==> src/verilog/dcache_pkg.sv <==
// data cache package: address fields, processor and Wishbone structs, controller states
`default_nettype none

package dcache_pkg;

	typedef logic [31:0] word_t;

	// address layout is tag, index, block offset, byte offset
	localparam int BYTE_BITS = 2;
	localparam int BLK_BIT = BYTE_BITS;      // word within block
	localparam int OFF_BITS = BYTE_BITS + 1; // index starts here

	typedef struct packed {
		logic  ren;
		logic  wen;
		logic  atomic; // LL on a load, SC on a store
		word_t addr;
		word_t wdata;
	} cpu_req_t;

	typedef struct packed {
		logic  cyc;
		logic  stb;
		logic  we;
		word_t adr;
		word_t dat;
	} wb_req_t;

	typedef struct packed {
		logic  ack;
		word_t dat;
	} wb_rsp_t;

	typedef enum logic [3:0] {
		IDLE,
		WB1,
		WB2,
		FILL1,
		FILL2,
		FLUSH_SCAN,
		FLUSH1,
		FLUSH2,
		HALTED
	} ctrl_state_t;

endpackage

`default_nettype wire
==> src/verilog/dcache_top.sv <==
// data cache top: controller, tag array and data array
`timescale 1ns/1ps
`default_nettype none

module dcache_top #(
	parameter int SET_BITS = 3
) (
	input  wire logic                  CLK,
	input  wire logic                  nRST,
	input  wire dcache_pkg::cpu_req_t  req_i,
	input  wire logic                  halt_i,
	output logic                       hit_o,
	output dcache_pkg::word_t          rdata_o,
	output logic                       flushed_o,
	output dcache_pkg::wb_req_t        wb_o,
	input  wire dcache_pkg::wb_rsp_t   wb_i
);
	import dcache_pkg::*;

	localparam int TAG_BITS = 32 - OFF_BITS - SET_BITS;

	logic [SET_BITS-1:0] set;
	logic way;
	logic word;
	logic data_we;
	logic fill;
	logic mark_dirty;
	logic clean;
	logic touch;
	word_t data_wdata;
	word_t rd_word;
	logic tag_hit;
	logic hit_way;
	logic victim_way;
	logic victim_dirty;
	logic [TAG_BITS-1:0] req_tag;
	logic [TAG_BITS-1:0] victim_tag;

	assign req_tag = req_i.addr[31 -: TAG_BITS];

	dcache_ctrl #(
		.SET_BITS(SET_BITS)
	) i_ctrl (
		.CLK(CLK),
		.nRST(nRST),
		.req_i(req_i),
		.halt_i(halt_i),
		.hit_o(hit_o),
		.rdata_o(rdata_o),
		.flushed_o(flushed_o),
		.wb_o(wb_o),
		.wb_i(wb_i),
		.tag_hit_i(tag_hit),
		.hit_way_i(hit_way),
		.victim_way_i(victim_way),
		.victim_dirty_i(victim_dirty),
		.victim_tag_i(victim_tag),
		.rd_word_i(rd_word),
		.set_o(set),
		.way_o(way),
		.word_o(word),
		.data_we_o(data_we),
		.data_o(data_wdata),
		.fill_o(fill),
		.mark_dirty_o(mark_dirty),
		.clean_o(clean),
		.touch_o(touch),
		.flush_set_o()
	);

	dcache_tags #(
		.SET_BITS(SET_BITS)
	) i_tags (
		.CLK(CLK),
		.nRST(nRST),
		.set_i(set),
		.tag_i(req_tag),
		.fill_i(fill),
		.way_i(way),
		.mark_dirty_i(mark_dirty),
		.clean_i(clean),
		.touch_i(touch),
		.hit_o(tag_hit),
		.hit_way_o(hit_way),
		.victim_way_o(victim_way),
		.victim_dirty_o(victim_dirty),
		.victim_tag_o(victim_tag)
	);

	dcache_data #(
		.SET_BITS(SET_BITS)
	) i_data (
		.CLK(CLK),
		.set_i(set),
		.way_i(way),
		.word_i(word),
		.we_i(data_we),
		.wdata_i(data_wdata),
		.rdata_o(rd_word)
	);

endmodule

`default_nettype wire

==> src/verilog/dcache_ctrl.sv <==
// data cache controller: miss, writeback, fill and flush FSM, LL/SC reservation, Wishbone master
`timescale 1ns/1ps
`default_nettype none

module dcache_ctrl #(
	parameter int SET_BITS = 3
) (
	input  wire logic                                       CLK,
	input  wire logic                                       nRST,
	input  wire dcache_pkg::cpu_req_t                       req_i,
	input  wire logic                                       halt_i,
	output logic                                            hit_o,
	output dcache_pkg::word_t                               rdata_o,
	output logic                                            flushed_o,
	output dcache_pkg::wb_req_t                             wb_o,
	input  wire dcache_pkg::wb_rsp_t                        wb_i,
	input  wire logic                                       tag_hit_i,
	input  wire logic                                       hit_way_i,
	input  wire logic                                       victim_way_i,
	input  wire logic                                       victim_dirty_i,
	input  wire logic [31-dcache_pkg::OFF_BITS-SET_BITS:0]  victim_tag_i,
	input  wire dcache_pkg::word_t                          rd_word_i,
	output logic [SET_BITS-1:0]                             set_o,
	output logic                                            way_o,
	output logic                                            word_o,
	output logic                                            data_we_o,
	output dcache_pkg::word_t                               data_o,
	output logic                                            fill_o,
	output logic                                            mark_dirty_o,
	output logic                                            clean_o,
	output logic                                            touch_o,
	output logic                                            flush_set_o
);
	import dcache_pkg::*;

	localparam int TAG_BITS = 32 - OFF_BITS - SET_BITS;

	ctrl_state_t state_q, state_d;
	logic miss_way_q, miss_way_d;
	logic [SET_BITS:0] flush_ptr_q, flush_ptr_d; // {set, way}
	word_t rsv_addr_q, rsv_addr_d;
	logic rsv_valid_q, rsv_valid_d;

	logic [SET_BITS-1:0] req_set;
	logic [TAG_BITS-1:0] req_tag;
	logic sc_fail;
	logic flush_last;

	assign req_set = req_i.addr[OFF_BITS +: SET_BITS];
	assign req_tag = req_i.addr[31 -: TAG_BITS];
	assign sc_fail = req_i.wen && req_i.atomic && !(rsv_valid_q && rsv_addr_q == req_i.addr);
	assign flush_last = &flush_ptr_q;
	assign flushed_o = (state_q == HALTED);

	always_comb
	begin
		state_d = state_q;
		miss_way_d = miss_way_q;
		flush_ptr_d = flush_ptr_q;
		rsv_addr_d = rsv_addr_q;
		rsv_valid_d = rsv_valid_q;
		hit_o = 1'b0;
		rdata_o = '0;
		wb_o = '0;
		set_o = req_set;
		way_o = miss_way_q;
		word_o = req_i.addr[BLK_BIT];
		data_we_o = 1'b0;
		data_o = req_i.wdata;
		fill_o = 1'b0;
		mark_dirty_o = 1'b0;
		clean_o = 1'b0;
		touch_o = 1'b0;
		flush_set_o = 1'b0;

		case (state_q)
			IDLE:
			begin
				way_o = tag_hit_i ? hit_way_i : victim_way_i;
				if (halt_i)
				begin
					state_d = FLUSH_SCAN;
					flush_ptr_d = '0;
				end
				else if (sc_fail)
				begin
					hit_o = 1'b1; // answers 0, nothing written
				end
				else if ((req_i.ren || req_i.wen) && tag_hit_i)
				begin
					hit_o = 1'b1;
					touch_o = 1'b1;
					if (req_i.wen)
					begin
						data_we_o = 1'b1;
						mark_dirty_o = 1'b1;
						rdata_o = word_t'(req_i.atomic); // SC success returns 1
						if (req_i.addr == rsv_addr_q)
							rsv_valid_d = 1'b0;
					end
					else
					begin
						rdata_o = rd_word_i;
						if (req_i.atomic)
						begin
							rsv_addr_d = req_i.addr;
							rsv_valid_d = 1'b1;
						end
					end
				end
				else if (req_i.ren || req_i.wen)
				begin
					miss_way_d = victim_way_i;
					state_d = victim_dirty_i ? WB1 : FILL1;
				end
			end
			WB1, WB2:
			begin
				wb_o.cyc = 1'b1;
				wb_o.stb = 1'b1;
				wb_o.we = 1'b1;
				word_o = (state_q == WB2);
				wb_o.adr = {victim_tag_i, req_set, word_o, 2'b00};
				wb_o.dat = rd_word_i;
				if (wb_i.ack)
					state_d = (state_q == WB1) ? WB2 : FILL1;
			end
			FILL1, FILL2:
			begin
				wb_o.cyc = 1'b1;
				wb_o.stb = 1'b1;
				word_o = (state_q == FILL2);
				wb_o.adr = {req_tag, req_set, word_o, 2'b00};
				data_o = wb_i.dat;
				if (wb_i.ack)
				begin
					data_we_o = 1'b1;
					fill_o = (state_q == FILL2); // tag and valid with the last word
					state_d = (state_q == FILL1) ? FILL2 : IDLE;
				end
			end
			FLUSH_SCAN:
			begin
				flush_set_o = 1'b1;
				{set_o, way_o} = flush_ptr_q;
				if (victim_dirty_i)
					state_d = FLUSH1;
				else if (flush_last)
					state_d = HALTED;
				else
					flush_ptr_d = flush_ptr_q + 1'b1;
			end
			FLUSH1, FLUSH2:
			begin
				flush_set_o = 1'b1;
				{set_o, way_o} = flush_ptr_q;
				wb_o.cyc = 1'b1;
				wb_o.stb = 1'b1;
				wb_o.we = 1'b1;
				word_o = (state_q == FLUSH2);
				wb_o.adr = {victim_tag_i, set_o, word_o, 2'b00};
				wb_o.dat = rd_word_i;
				if (wb_i.ack && state_q == FLUSH1)
				begin
					state_d = FLUSH2;
				end
				else if (wb_i.ack)
				begin
					clean_o = 1'b1;
					if (flush_last)
					begin
						state_d = HALTED;
					end
					else
					begin
						flush_ptr_d = flush_ptr_q + 1'b1;
						state_d = FLUSH_SCAN;
					end
				end
			end
			default:
			begin
				state_d = HALTED; // stays until reset
			end
		endcase
	end

	always_ff @(posedge CLK, negedge nRST)
	begin
		if (!nRST)
		begin
			state_q <= IDLE;
			miss_way_q <= 1'b0;
			flush_ptr_q <= '0;
			rsv_valid_q <= 1'b0;
		end
		else
		begin
			state_q <= state_d;
			miss_way_q <= miss_way_d;
			flush_ptr_q <= flush_ptr_d;
			rsv_valid_q <= rsv_valid_d;
		end
	end

	always_ff @(posedge CLK)
	begin
		rsv_addr_q <= rsv_addr_d;
	end

	assert property (@(posedge CLK) disable iff (!nRST) wb_o.stb |-> wb_o.cyc)
		else $error("stb raised without cyc");

	// processor holds its request, so a waiting beat keeps its address
	assert property (@(posedge CLK) disable iff (!nRST)
		wb_o.stb && !wb_i.ack |=> wb_o.stb && $stable(wb_o.adr))
		else $error("wishbone address moved before ack");

endmodule

`default_nettype wire

==> src/verilog/dcache_tags.sv <==
// tag, valid, dirty and LRU arrays with two-way compare and victim choice
`timescale 1ns/1ps
`default_nettype none

module dcache_tags #(
	parameter int SET_BITS = 3
) (
	input  wire logic                                       CLK,
	input  wire logic                                       nRST,
	input  wire logic [SET_BITS-1:0]                        set_i,
	input  wire logic [31-dcache_pkg::OFF_BITS-SET_BITS:0]  tag_i,
	input  wire logic                                       fill_i,
	input  wire logic                                       way_i,
	input  wire logic                                       mark_dirty_i,
	input  wire logic                                       clean_i,
	input  wire logic                                       touch_i,
	output logic                                            hit_o,
	output logic                                            hit_way_o,
	output logic                                            victim_way_o,
	output logic                                            victim_dirty_o,
	output logic [31-dcache_pkg::OFF_BITS-SET_BITS:0]       victim_tag_o
);
	import dcache_pkg::*;

	localparam int SETS = 2 ** SET_BITS;
	localparam int TAG_BITS = 32 - OFF_BITS - SET_BITS;

	logic [1:0][SETS-1:0] valid_q;
	logic [1:0][SETS-1:0] dirty_q;
	logic [SETS-1:0] lru_q; // way to replace next
	logic [TAG_BITS-1:0] tag_q [2][SETS];
	logic [1:0] way_hit;

	assign way_hit[0] = valid_q[0][set_i] && (tag_q[0][set_i] == tag_i);
	assign way_hit[1] = valid_q[1][set_i] && (tag_q[1][set_i] == tag_i);
	assign hit_o = |way_hit;
	assign hit_way_o = way_hit[1];

	// empty way first, else LRU
	assign victim_way_o = !valid_q[0][set_i] ? 1'b0 :
		!valid_q[1][set_i] ? 1'b1 : lru_q[set_i];

	// readback of the way on way_i; on a miss the controller feeds the victim back
	assign victim_dirty_o = valid_q[way_i][set_i] && dirty_q[way_i][set_i];
	assign victim_tag_o = tag_q[way_i][set_i];

	always_ff @(posedge CLK, negedge nRST)
	begin
		if (!nRST)
		begin
			valid_q <= '0;
			dirty_q <= '0;
			lru_q <= '0;
		end
		else
		begin
			if (fill_i)
			begin
				valid_q[way_i][set_i] <= 1'b1;
				dirty_q[way_i][set_i] <= 1'b0;
			end
			if (mark_dirty_i)
				dirty_q[way_i][set_i] <= 1'b1;
			if (clean_i)
				dirty_q[way_i][set_i] <= 1'b0;
			if (touch_i)
				lru_q[set_i] <= ~way_i; // other way ages out
		end
	end

	always_ff @(posedge CLK)
	begin
		if (fill_i)
			tag_q[way_i][set_i] <= tag_i;
	end

	// fills only happen on a miss, so a block never lives in both ways
	assert property (@(posedge CLK) disable iff (!nRST) !(&way_hit))
		else $error("tag hit in both ways");

endmodule

`default_nettype wire

==> src/verilog/dcache_data.sv <==
// two-way data word storage with one write port and one combinational read port
`timescale 1ns/1ps
`default_nettype none

module dcache_data #(
	parameter int SET_BITS = 3
) (
	input  wire logic                 CLK,
	input  wire logic [SET_BITS-1:0]  set_i,
	input  wire logic                 way_i,
	input  wire logic                 word_i,
	input  wire logic                 we_i,
	input  wire dcache_pkg::word_t    wdata_i,
	output dcache_pkg::word_t         rdata_o
);
	import dcache_pkg::*;

	localparam int SETS = 2 ** SET_BITS;

	// [way][set][word in block]
	word_t mem_q [2][SETS][2];

	assign rdata_o = mem_q[way_i][set_i][word_i];

	always_ff @(posedge CLK)
	begin
		if (we_i)
			mem_q[way_i][set_i][word_i] <= wdata_i;
	end

endmodule

`default_nettype wire

==> config.mk <==
export PLATFORM = sky130hd
export DESIGN_NAME = dcache_top
export DESIGN_NICKNAME = d
export VERILOG_FILES = /design/src/verilog/dcache_pkg.sv /design/src/verilog/dcache_top.sv /design/src/verilog/dcache_ctrl.sv /design/src/verilog/dcache_tags.sv /design/src/verilog/dcache_data.sv
export SDC_FILE = /design/constraint.sdc
export NUM_CORES = 2
export LEC_CHECK = 0
export BUFFER_PORTS_ARGS = -buffer_cell sky130_fd_sc_hd__buf_4
export CAP_MARGIN = 20
export CORE_MARGIN = 4
export CORE_UTILIZATION = 40
export DETAILED_ROUTE_END_ITERATION = 16
export RECOVER_POWER = 100
export SLEW_MARGIN = 20
export SYNTH_ARGS = -nofsm -noshare
export SYNTH_HDL_FRONTEND = slang
export SYNTH_HIERARCHICAL = 1
export SYNTH_SLANG_ARGS = --single-unit
==> constraint.sdc <==
create_clock -name CLK -period 9.4 [get_ports CLK]
set_clock_uncertainty 0.15 [all_clocks]
set_input_delay 0.47 -clock CLK [delete_from_list [all_inputs] [get_ports CLK]]
set_output_delay 0.47 -clock CLK [all_outputs]
set_load 0.02 [all_outputs]
# [Word level (Yosys, flattened, before mapping)]
# Memories as Yosys holds them, arrays and structs flattened.
# Index checks and enable logic that the tools add are counted.
[word_totals] inputBits=103 ramBits=1440 latch_bits=0 ff_bits=82 n_memories=2 output_inout_bits=101 rom_bits=0 wordCells=192
[op_classes] reduce_logical=30 n_shift=0 n_mul=0 n_eq_ne=24 div=0 n_bitwise=12 muxes=105 n_lt_le_gt_ge=8 n_addsub=1
[mem_list] name="i_data.mem_q" depth=2 word_bits=512 rd=1 rd_ports_with_merged_regs=0 wr=1 line_no="dcache_data.sv:21" rtl="word_t mem_q [2][SETS][2];"
[mem_list] name="i_tags.tag_q" depth=2 word_bits=208 rd=3 rd_ports_with_merged_regs=0 wr=1 line_no="dcache_tags.sv:31" rtl="logic [TAG_BITS-1:0] tag_q [2][SETS];"
[ops] operator="$mux W512" n=1
[ops] operator="$mux W32" n=11
[ops] operator="$bmux W26 S3" n=3
[ops] operator="$mux W208" n=1
[ops] operator="$bmux W64 S3" n=1
[ops] operator="$demux W64 S3" n=1
[ops] operator="$mux W64" n=3
[ops] operator="$mux W26" n=7
[ops] operator="$pmux W32 S3" n=1
[ops] operator="$demux W26 S3" n=1
[ops] operator="$eq A32 B32 Y1" n=2
[ops] operator="$mux W4" n=16
[ops] operator="$eq A26 B26 Y1" n=2
[ops] operator="$mux W16" n=3
[ops] operator="$mux W8" n=5
[ops] operator="$mux W1" n=33
[ops] operator="$and A16 B16 Y16" n=2
[ops] operator="$demux W32 S1" n=1
[ops] operator="$or A16 B16 Y16" n=2
[ops] operator="$pmux W4 S5" n=1
[ops] operator="$eq A4 B3 Y1 const B" n=4
[ops] operator="$not A16 Y16" n=1
[ops] operator="$bmux W1 S3" n=5
[ops] operator="$logic_and A1 B1 Y1" n=12
[ops] operator="other kinds (41)" n=61

# [Depth between registers and ports, before layout]
# An unclocked memory read counts as a cell.
[depth] ltp_word=24 depth_mapped=35 depth_no_buf=25

# [Modules after synthesis]
# Netlist, hierarchy kept.
[by_module_without_submodules] module="dcache_data" seq_area_each_um2=30749.5 n_inst=1 cells_each=1862 area_per_inst_um2=39068.7
[by_module_without_submodules] module="dcache_tags" seq_area_each_um2=13492.9 n_inst=1 cells_each=1410 area_per_inst_um2=21043.9
[by_module_without_submodules] module="dcache_ctrl" seq_area_each_um2=1211.2 n_inst=1 cells_each=344 area_per_inst_um2=3405.8

# [Least setup slack after synthesis]
# Ideal clock, no wire load.
[synth_path] path_kind="reg-to-reg" start="register i_ctrl.state_q[1]" end="register i_ctrl.state_q[0]" path_slack_ns=2.268 stages_incl_launch_ff=30 period_less_slack_ns=7.132 setup_time_ns=0.128 n_path_buf=7 arrival_ns=6.854 required_ns=9.122 cell_sequence="dfrtp_1 buf_2 nor2_1 nor3_1 mux2_2 buf_2 nand2b_1 clkbuf_1 clkbuf_1 o22ai_1 a221oi_1 xnor2_1 nand4_1 nor4_1 a41o_1 mux2i_1 a22oi_1 o22a_1 buf_2 clkbuf_1 clkbuf_1 mux4_2 nor3b_1 o21ai_0 o21ai_0 nor3b_1 a32o_1 or3b_1 o22ai_2 mux2_1"
[synth_via] elab_chain_len=19 word_cells_on_any_way=59 cone_classes="16 x eq/ne; 30 x mux; 1 x bitwise; 12 x reduce/logical"
[synth_lines] element="start: declaration" line_no="dcache_ctrl.sv:38" rtl="ctrl_state_t state_q, state_d;"
[synth_lines] element="start signal: assignment" line_no="dcache_ctrl.sv:199" rtl="state_q <= state_d;"
[synth_lines] element="$eq A4 B3 Y1" line_no="dcache_ctrl.sv:76" rtl="case (state_q)"
[synth_lines] element="$reduce_or A3 Y1 (no source line) (*)"
[synth_lines] element="$mux W3 (*)" line_no="dcache_ctrl.sv:76"
[synth_lines] element="net set[1]" line_no="dcache_top.sv:22" rtl="logic [SET_BITS-1:0] set;"
[synth_lines] element="$not A3 Y4 (implied by the code)" line_no="dcache_tags.sv:34, dcache_tags.sv:35"
[synth_lines] element="$bmux W26 S3, on equally long branches" line_no="dcache_tags.sv:35, dcache_tags.sv:34"
[synth_lines] element="$mux W26, on equally long branches (2 in series)" line_no="dcache_tags.sv:35, dcache_tags.sv:34"
[synth_lines] element="$eq A26 B26 Y1, on equally long branches" line_no="dcache_tags.sv:35, dcache_tags.sv:34"
[synth_lines] element="(+2 left out)"
[synth_lines] element="net tag_hit" line_no="dcache_top.sv:32" rtl="logic tag_hit;"
[synth_lines] element="(+2 left out)"
[synth_lines] element="net way" line_no="dcache_top.sv:23" rtl="logic way;"
[synth_lines] element="$mux W8 (implied by the code) (2 in series)" line_no="dcache_tags.sv:44" rtl="assign victim_dirty_o = valid_q[way_i][set_i] && dirty_q[way_i][set_i];"
[synth_lines] element="$bmux W1 S3" line_no="dcache_tags.sv:44"
[synth_lines] element="$mux W1 (implied by the code)" line_no="dcache_tags.sv:44"
[synth_lines] element="$logic_and A1 B1 Y1 (*)" line_no="dcache_tags.sv:44"
[synth_lines] element="net victim_dirty" line_no="dcache_top.sv:35" rtl="logic victim_dirty;"
[synth_lines] element="$ne A3 B1 Y1 (no source line) / $mux W4 (equally long branches)"
[synth_lines] element="$reduce_and A7 Y1 (no source line) / $pmux W4 S5 (equally long branches)"
# Mark *: on every way through the listed nets, which the timed path passes. The rest lies on a longest branch. The select of a mux whose other input is x is not followed.
# A chain may end at the register's enable or synchronous reset.

# [Worst setup path in the final report]
[layout_path] start="register i_ctrl.state_q[2]" end="memory i_data/mem_q[0][310] in the netlist's numbering, enable pin"
[layout_via] word_cells_on_any_way=54 cone_classes="4 x order compare; 9 x eq/ne; 28 x mux; 2 x bitwise; 11 x reduce/logical"
[layout_rtl] element="$eq A4 B3 Y1" line_no="dcache_ctrl.sv:76"
[layout_rtl] element="$reduce_or A3 Y1 (no source line) (*)"
[layout_rtl] element="$mux W3 (*)" line_no="dcache_ctrl.sv:76"
[layout_rtl] element="net set[2]" line_no="dcache_top.sv:22"
[layout_rtl] element="$not A3 Y4 (implied by the code)" line_no="dcache_tags.sv:35" rtl="assign way_hit[1] = valid_q[1][set_i] && (tag_q[1][set_i] == tag_i);"
[layout_rtl] element="$bmux W26 S3" line_no="dcache_tags.sv:35"
[layout_rtl] element="$mux W26 (implied by the code) (2 in series)" line_no="dcache_tags.sv:35"
[layout_rtl] element="$eq A26 B26 Y1" line_no="dcache_tags.sv:35"
[layout_rtl] element="$logic_and A1 B1 Y1 (*)" line_no="dcache_tags.sv:35"
[layout_rtl] element="net hit_way" line_no="dcache_top.sv:33" rtl="logic hit_way;"
[layout_rtl] element="$reduce_or A2 Y1 (*)" line_no="dcache_tags.sv:36" rtl="assign hit_o = |way_hit;"
[layout_rtl] element="net tag_hit" line_no="dcache_top.sv:32"
[layout_rtl] element="$mux W1 (*)" line_no="dcache_ctrl.sv:79" rtl="way_o = tag_hit_i ? hit_way_i : victim_way_i;"
[layout_rtl] element="$pmux W1 S2 (*)" line_no="dcache_ctrl.sv:76"
[layout_rtl] element="net way" line_no="dcache_top.sv:23"
[layout_rtl] element="end: declaration" line_no="dcache_data.sv:21"
# Marks and branches as above.

==> reports/metrics.cfg <==
[timing]
clock.fmax_mhz=111
finalCritPeriodShare_pct=95.4
rsz0062_at_grt=false
fin_crit_ps=8970
final-setup-viol-count=0
worst_slew_pin_slew_ps=3630
hold_violations=0
slew_viol_final=766
tns_ps=0
relSlewSlack_pct=-142

[global_route]
grt_max_degree=90
grt-ovfl-total=0
grt_pass1_vias=35725
grt_pass1_wl_um=258000
grt_usage_pct=21.6
antenna_found_initial=7

[logic_synthesis]
ys_types=75
yosysWarnings=6
synth_area_mm2=0.0635
synth_edf_count=1472
yosysMostFrequentCell=edfxtp_1
syn_inst=3616
avgSynthCellArea_um2=17.6
synth.largest_area_cell=edfxtp_1
synth_top_area_share_pct=69.6
synth_seq_cells=1522
yosysSeqAreaShare_pct=71.6
synth_ff_type=edfxtp_1
yosys-top-cells-count=1472 x edfxtp_1, 410 x mux2i_1, 186 x o22ai_1
synth.area.top_cells=edfxtp_1 70%, mux2i_1 6.5%, mux4_2 6.4%
async_reset_ff_share_pct=3.29

[power]
ir_drop_mv=0.193
power_density_mw_per_mm2=236
p_leak_nw=23.5

[clock_network]
tritoncts=yes
clk_latency_ps=780
root_buffer=clkbuf_16
clkTransAtPathRegs_ps=60
htreeDepth=4
clockBufferDepth=3
cts_sinks=1522
cts_buffers=160

[outcome]
violations=capacitance limit, slew limit
status=complete, but fails checks

[critical_path]
critPathLaunchType=flop
worstPathRequired_ps=9630
end_kind=flop
critical_path_peak_fanout=45
path_class=flop to flop
cp.arrival_ps=9200

[layout]
stdcell_count=6137
layout-drive-gt1-share_pct=19.7
fin_nets=4054
areaGrowthSynthToFinish_pct=14.7
fillers=13273

[place]
dp_cells=5797
gp_congestion=0.847
dp.final_hpwl_um=107000
io_buffers=201

[floorplanning]
die-area_mm2=0.165
placementRows=145
pin_count=204
die_w_um=406
core-area_mm2=0.157
die_y_um=406
start_util_pct=40.5

[drt]
num_vias=36086
drt_iter0_markers=4094
drt_wl_total_um=180000
drc=0
drt-wirelength-per-cell_um=29.4
antenna_left=0
via_per_inst=5.88
dr.pass1.iters=6

[worst_hold_path]
holdCritPathClass=input pin to flop

[job]
maxCapViolCount=40

[repair_timing]
item | in CTS | in global routing
setup endpoints to repair | 6 | 47
setup buffers | 7 | 6
hold endpoints to repair | 484 | 0
resized for setup | 4 | 6
gates cloned | 1 | 1
hold buffers | 34 | 0
[placed cells by master (no fill, tap or decap), types with 11 or more instances in the layout]
cell,netlist,final
buf_4,31,212
dfrtp_1,50,47
clkbuf_16,0,160
a221oi_1,16,16
nand3_1,18,18
o22ai_1,186,187
clkbuf_2,0,31
edfxtp_1,1472,1472
clkbuf_1,76,134
nor4_1,40,39
nor2b_1,24,22
a211oi_1,11,11
a31oi_1,37,36
a21oi_1,58,58
buf_12,5,16
inv_1,16,16
o21ai_0,68,68
nand2_1,93,93
or2_2,16,17
a22oi_1,64,64
mux4_2,181,181
a22o_1,63,63
clkinv_2,0,26
xnor2_1,60,60
clkinv_1,0,40
nand4_1,25,25
dlygate4sd3_1,0,34
nor2_1,152,133
nor2_4,0,15
and2_0,0,52
bufinv_16,0,13
mux2_1,5,37
and2_1,73,19
mux2i_1,410,410
mux2_2,103,68
o211ai_1,15,15
[final cells by class]
type | count | area, um^2 | area share [%]
clock inverters | 100 | 985 | 1.35
flip-flops and latches | 1522 | 45500 | 62.4
diodes | 1 | 2.50 | 0.00343
well taps | 2058 | 2570 | 3.53
multi-input cells | 1850 | 16900 | 23.1
inverters | 16 | 60.1 | 0.0824
clock buffers | 190 | 4120 | 5.65
repair buffers | 400 | 2820 | 3.87
[flip-flops by register name, indices dropped and copies added, names as in the netlist]
name / cells
i_ctrl/flush_ptr_q: 4
i_tags/dirty_q: 16
i_tags/tag_q: 416
i_ctrl/state_q: 4
i_ctrl/rsv_addr_q: 32
i_ctrl/rsv_valid_q: 1
i_ctrl/miss_way_q: 1
i_tags/lru_q: 8
i_data/mem_q: 1024
i_tags/valid_q: 16
[worst max-delay path, cell delays in order (launching register included)]
cell      delay [ps]
dfrtp_2          560
inv_1            160
nor3_1           200
buf_4            230
mux2_8           520
or2_2            490
buf_4            240
buf_4            210
o22ai_1          190
o21ai_0          100
a221oi_1         300
nand4_1          230
nor4_2           490
clkbuf_4         240
a41o_1           240
mux2i_1          230
a22oi_1          120
o22a_4           310
buf_12           210
or3b_1           710
nor2_1          1430
clkbuf_2         960
[stage by stage]
step	power [mW]	instance area [um^2]	utilization, %	setup slack [ps]	hold WS, ps
after floorplan	10.3	63500	-	2270	24.4
after global placement	11.2	68200	43.4	777	314
after detailed placement	11.2	68200	43.4	731	323
after CTS	17.4	73700	47.0	0.589	31.9
after global routing	17.8	72900	46.4	109	217
final	17.2	72900	46.4	431	221
[metal layers]
metal  wire length [um]  global-route usage [%]  vias to the layer above
met1              73500                    29.3                    18956
li1                   -                       -                    15346
met3              13200                    3.75                      281
met2              88500                    36.0                     1501
met4               5090                    6.06                        2
met5                 17                       0                        -
[power by group]
| group | internal, mW | switching [mW] |
|---|---|---|
| combinational | 1.40 | 2.03 |
| clock | 3.51 | 2.64 |
| sequential | 7.58 | 0.0418 |
[cells by family (layout without fill, tap and decap cells)]
kind of cell / count (synthesis) / in the layout / synth area share [%]
flops: 1522 / 1522 / 71.6
mux: 709 / 710 / 15.2
compound gates: 559 / 559 / 5.90
simple gates: 506 / 507 / 4.08
buf+inv: 247 / 706 / 2.28
xor+xnor: 71 / 71 / 0.991
fa+ha+maj: 1 / 1 / 0.0197
other cells: 1 / 3 / 0.00590
[path summary, 6_finish.rpt]
path                                                  endpoint  slack, ps                     startpoint  cells after the start
worst max-delay path            i_data/mem_q[0][310]$_DFFE_PP_        430  i_ctrl/state_q[2]$_DFFE_PN0P_                     21
worst min-delay path            i_ctrl/rsv_addr_q[5]$_DFFE_PP_        220                      req_i[64]                      2
worst max register to register  i_data/mem_q[0][310]$_DFFE_PP_        430  i_ctrl/state_q[2]$_DFFE_PN0P_                     21
worst min register to register     i_tags/lru_q[4]$_DFFE_PN0P_        340    i_tags/lru_q[4]$_DFFE_PN0P_                      2
max in group asynchronous        i_ctrl/state_q[0]$_DFFE_PN0P_       6130                           nRST                      2
min in group asynchronous          i_tags/dirty_q[7]$_DFF_PN0_       1130                           nRST                      2
Note: power is estimated with default switching activity, not from simulation.
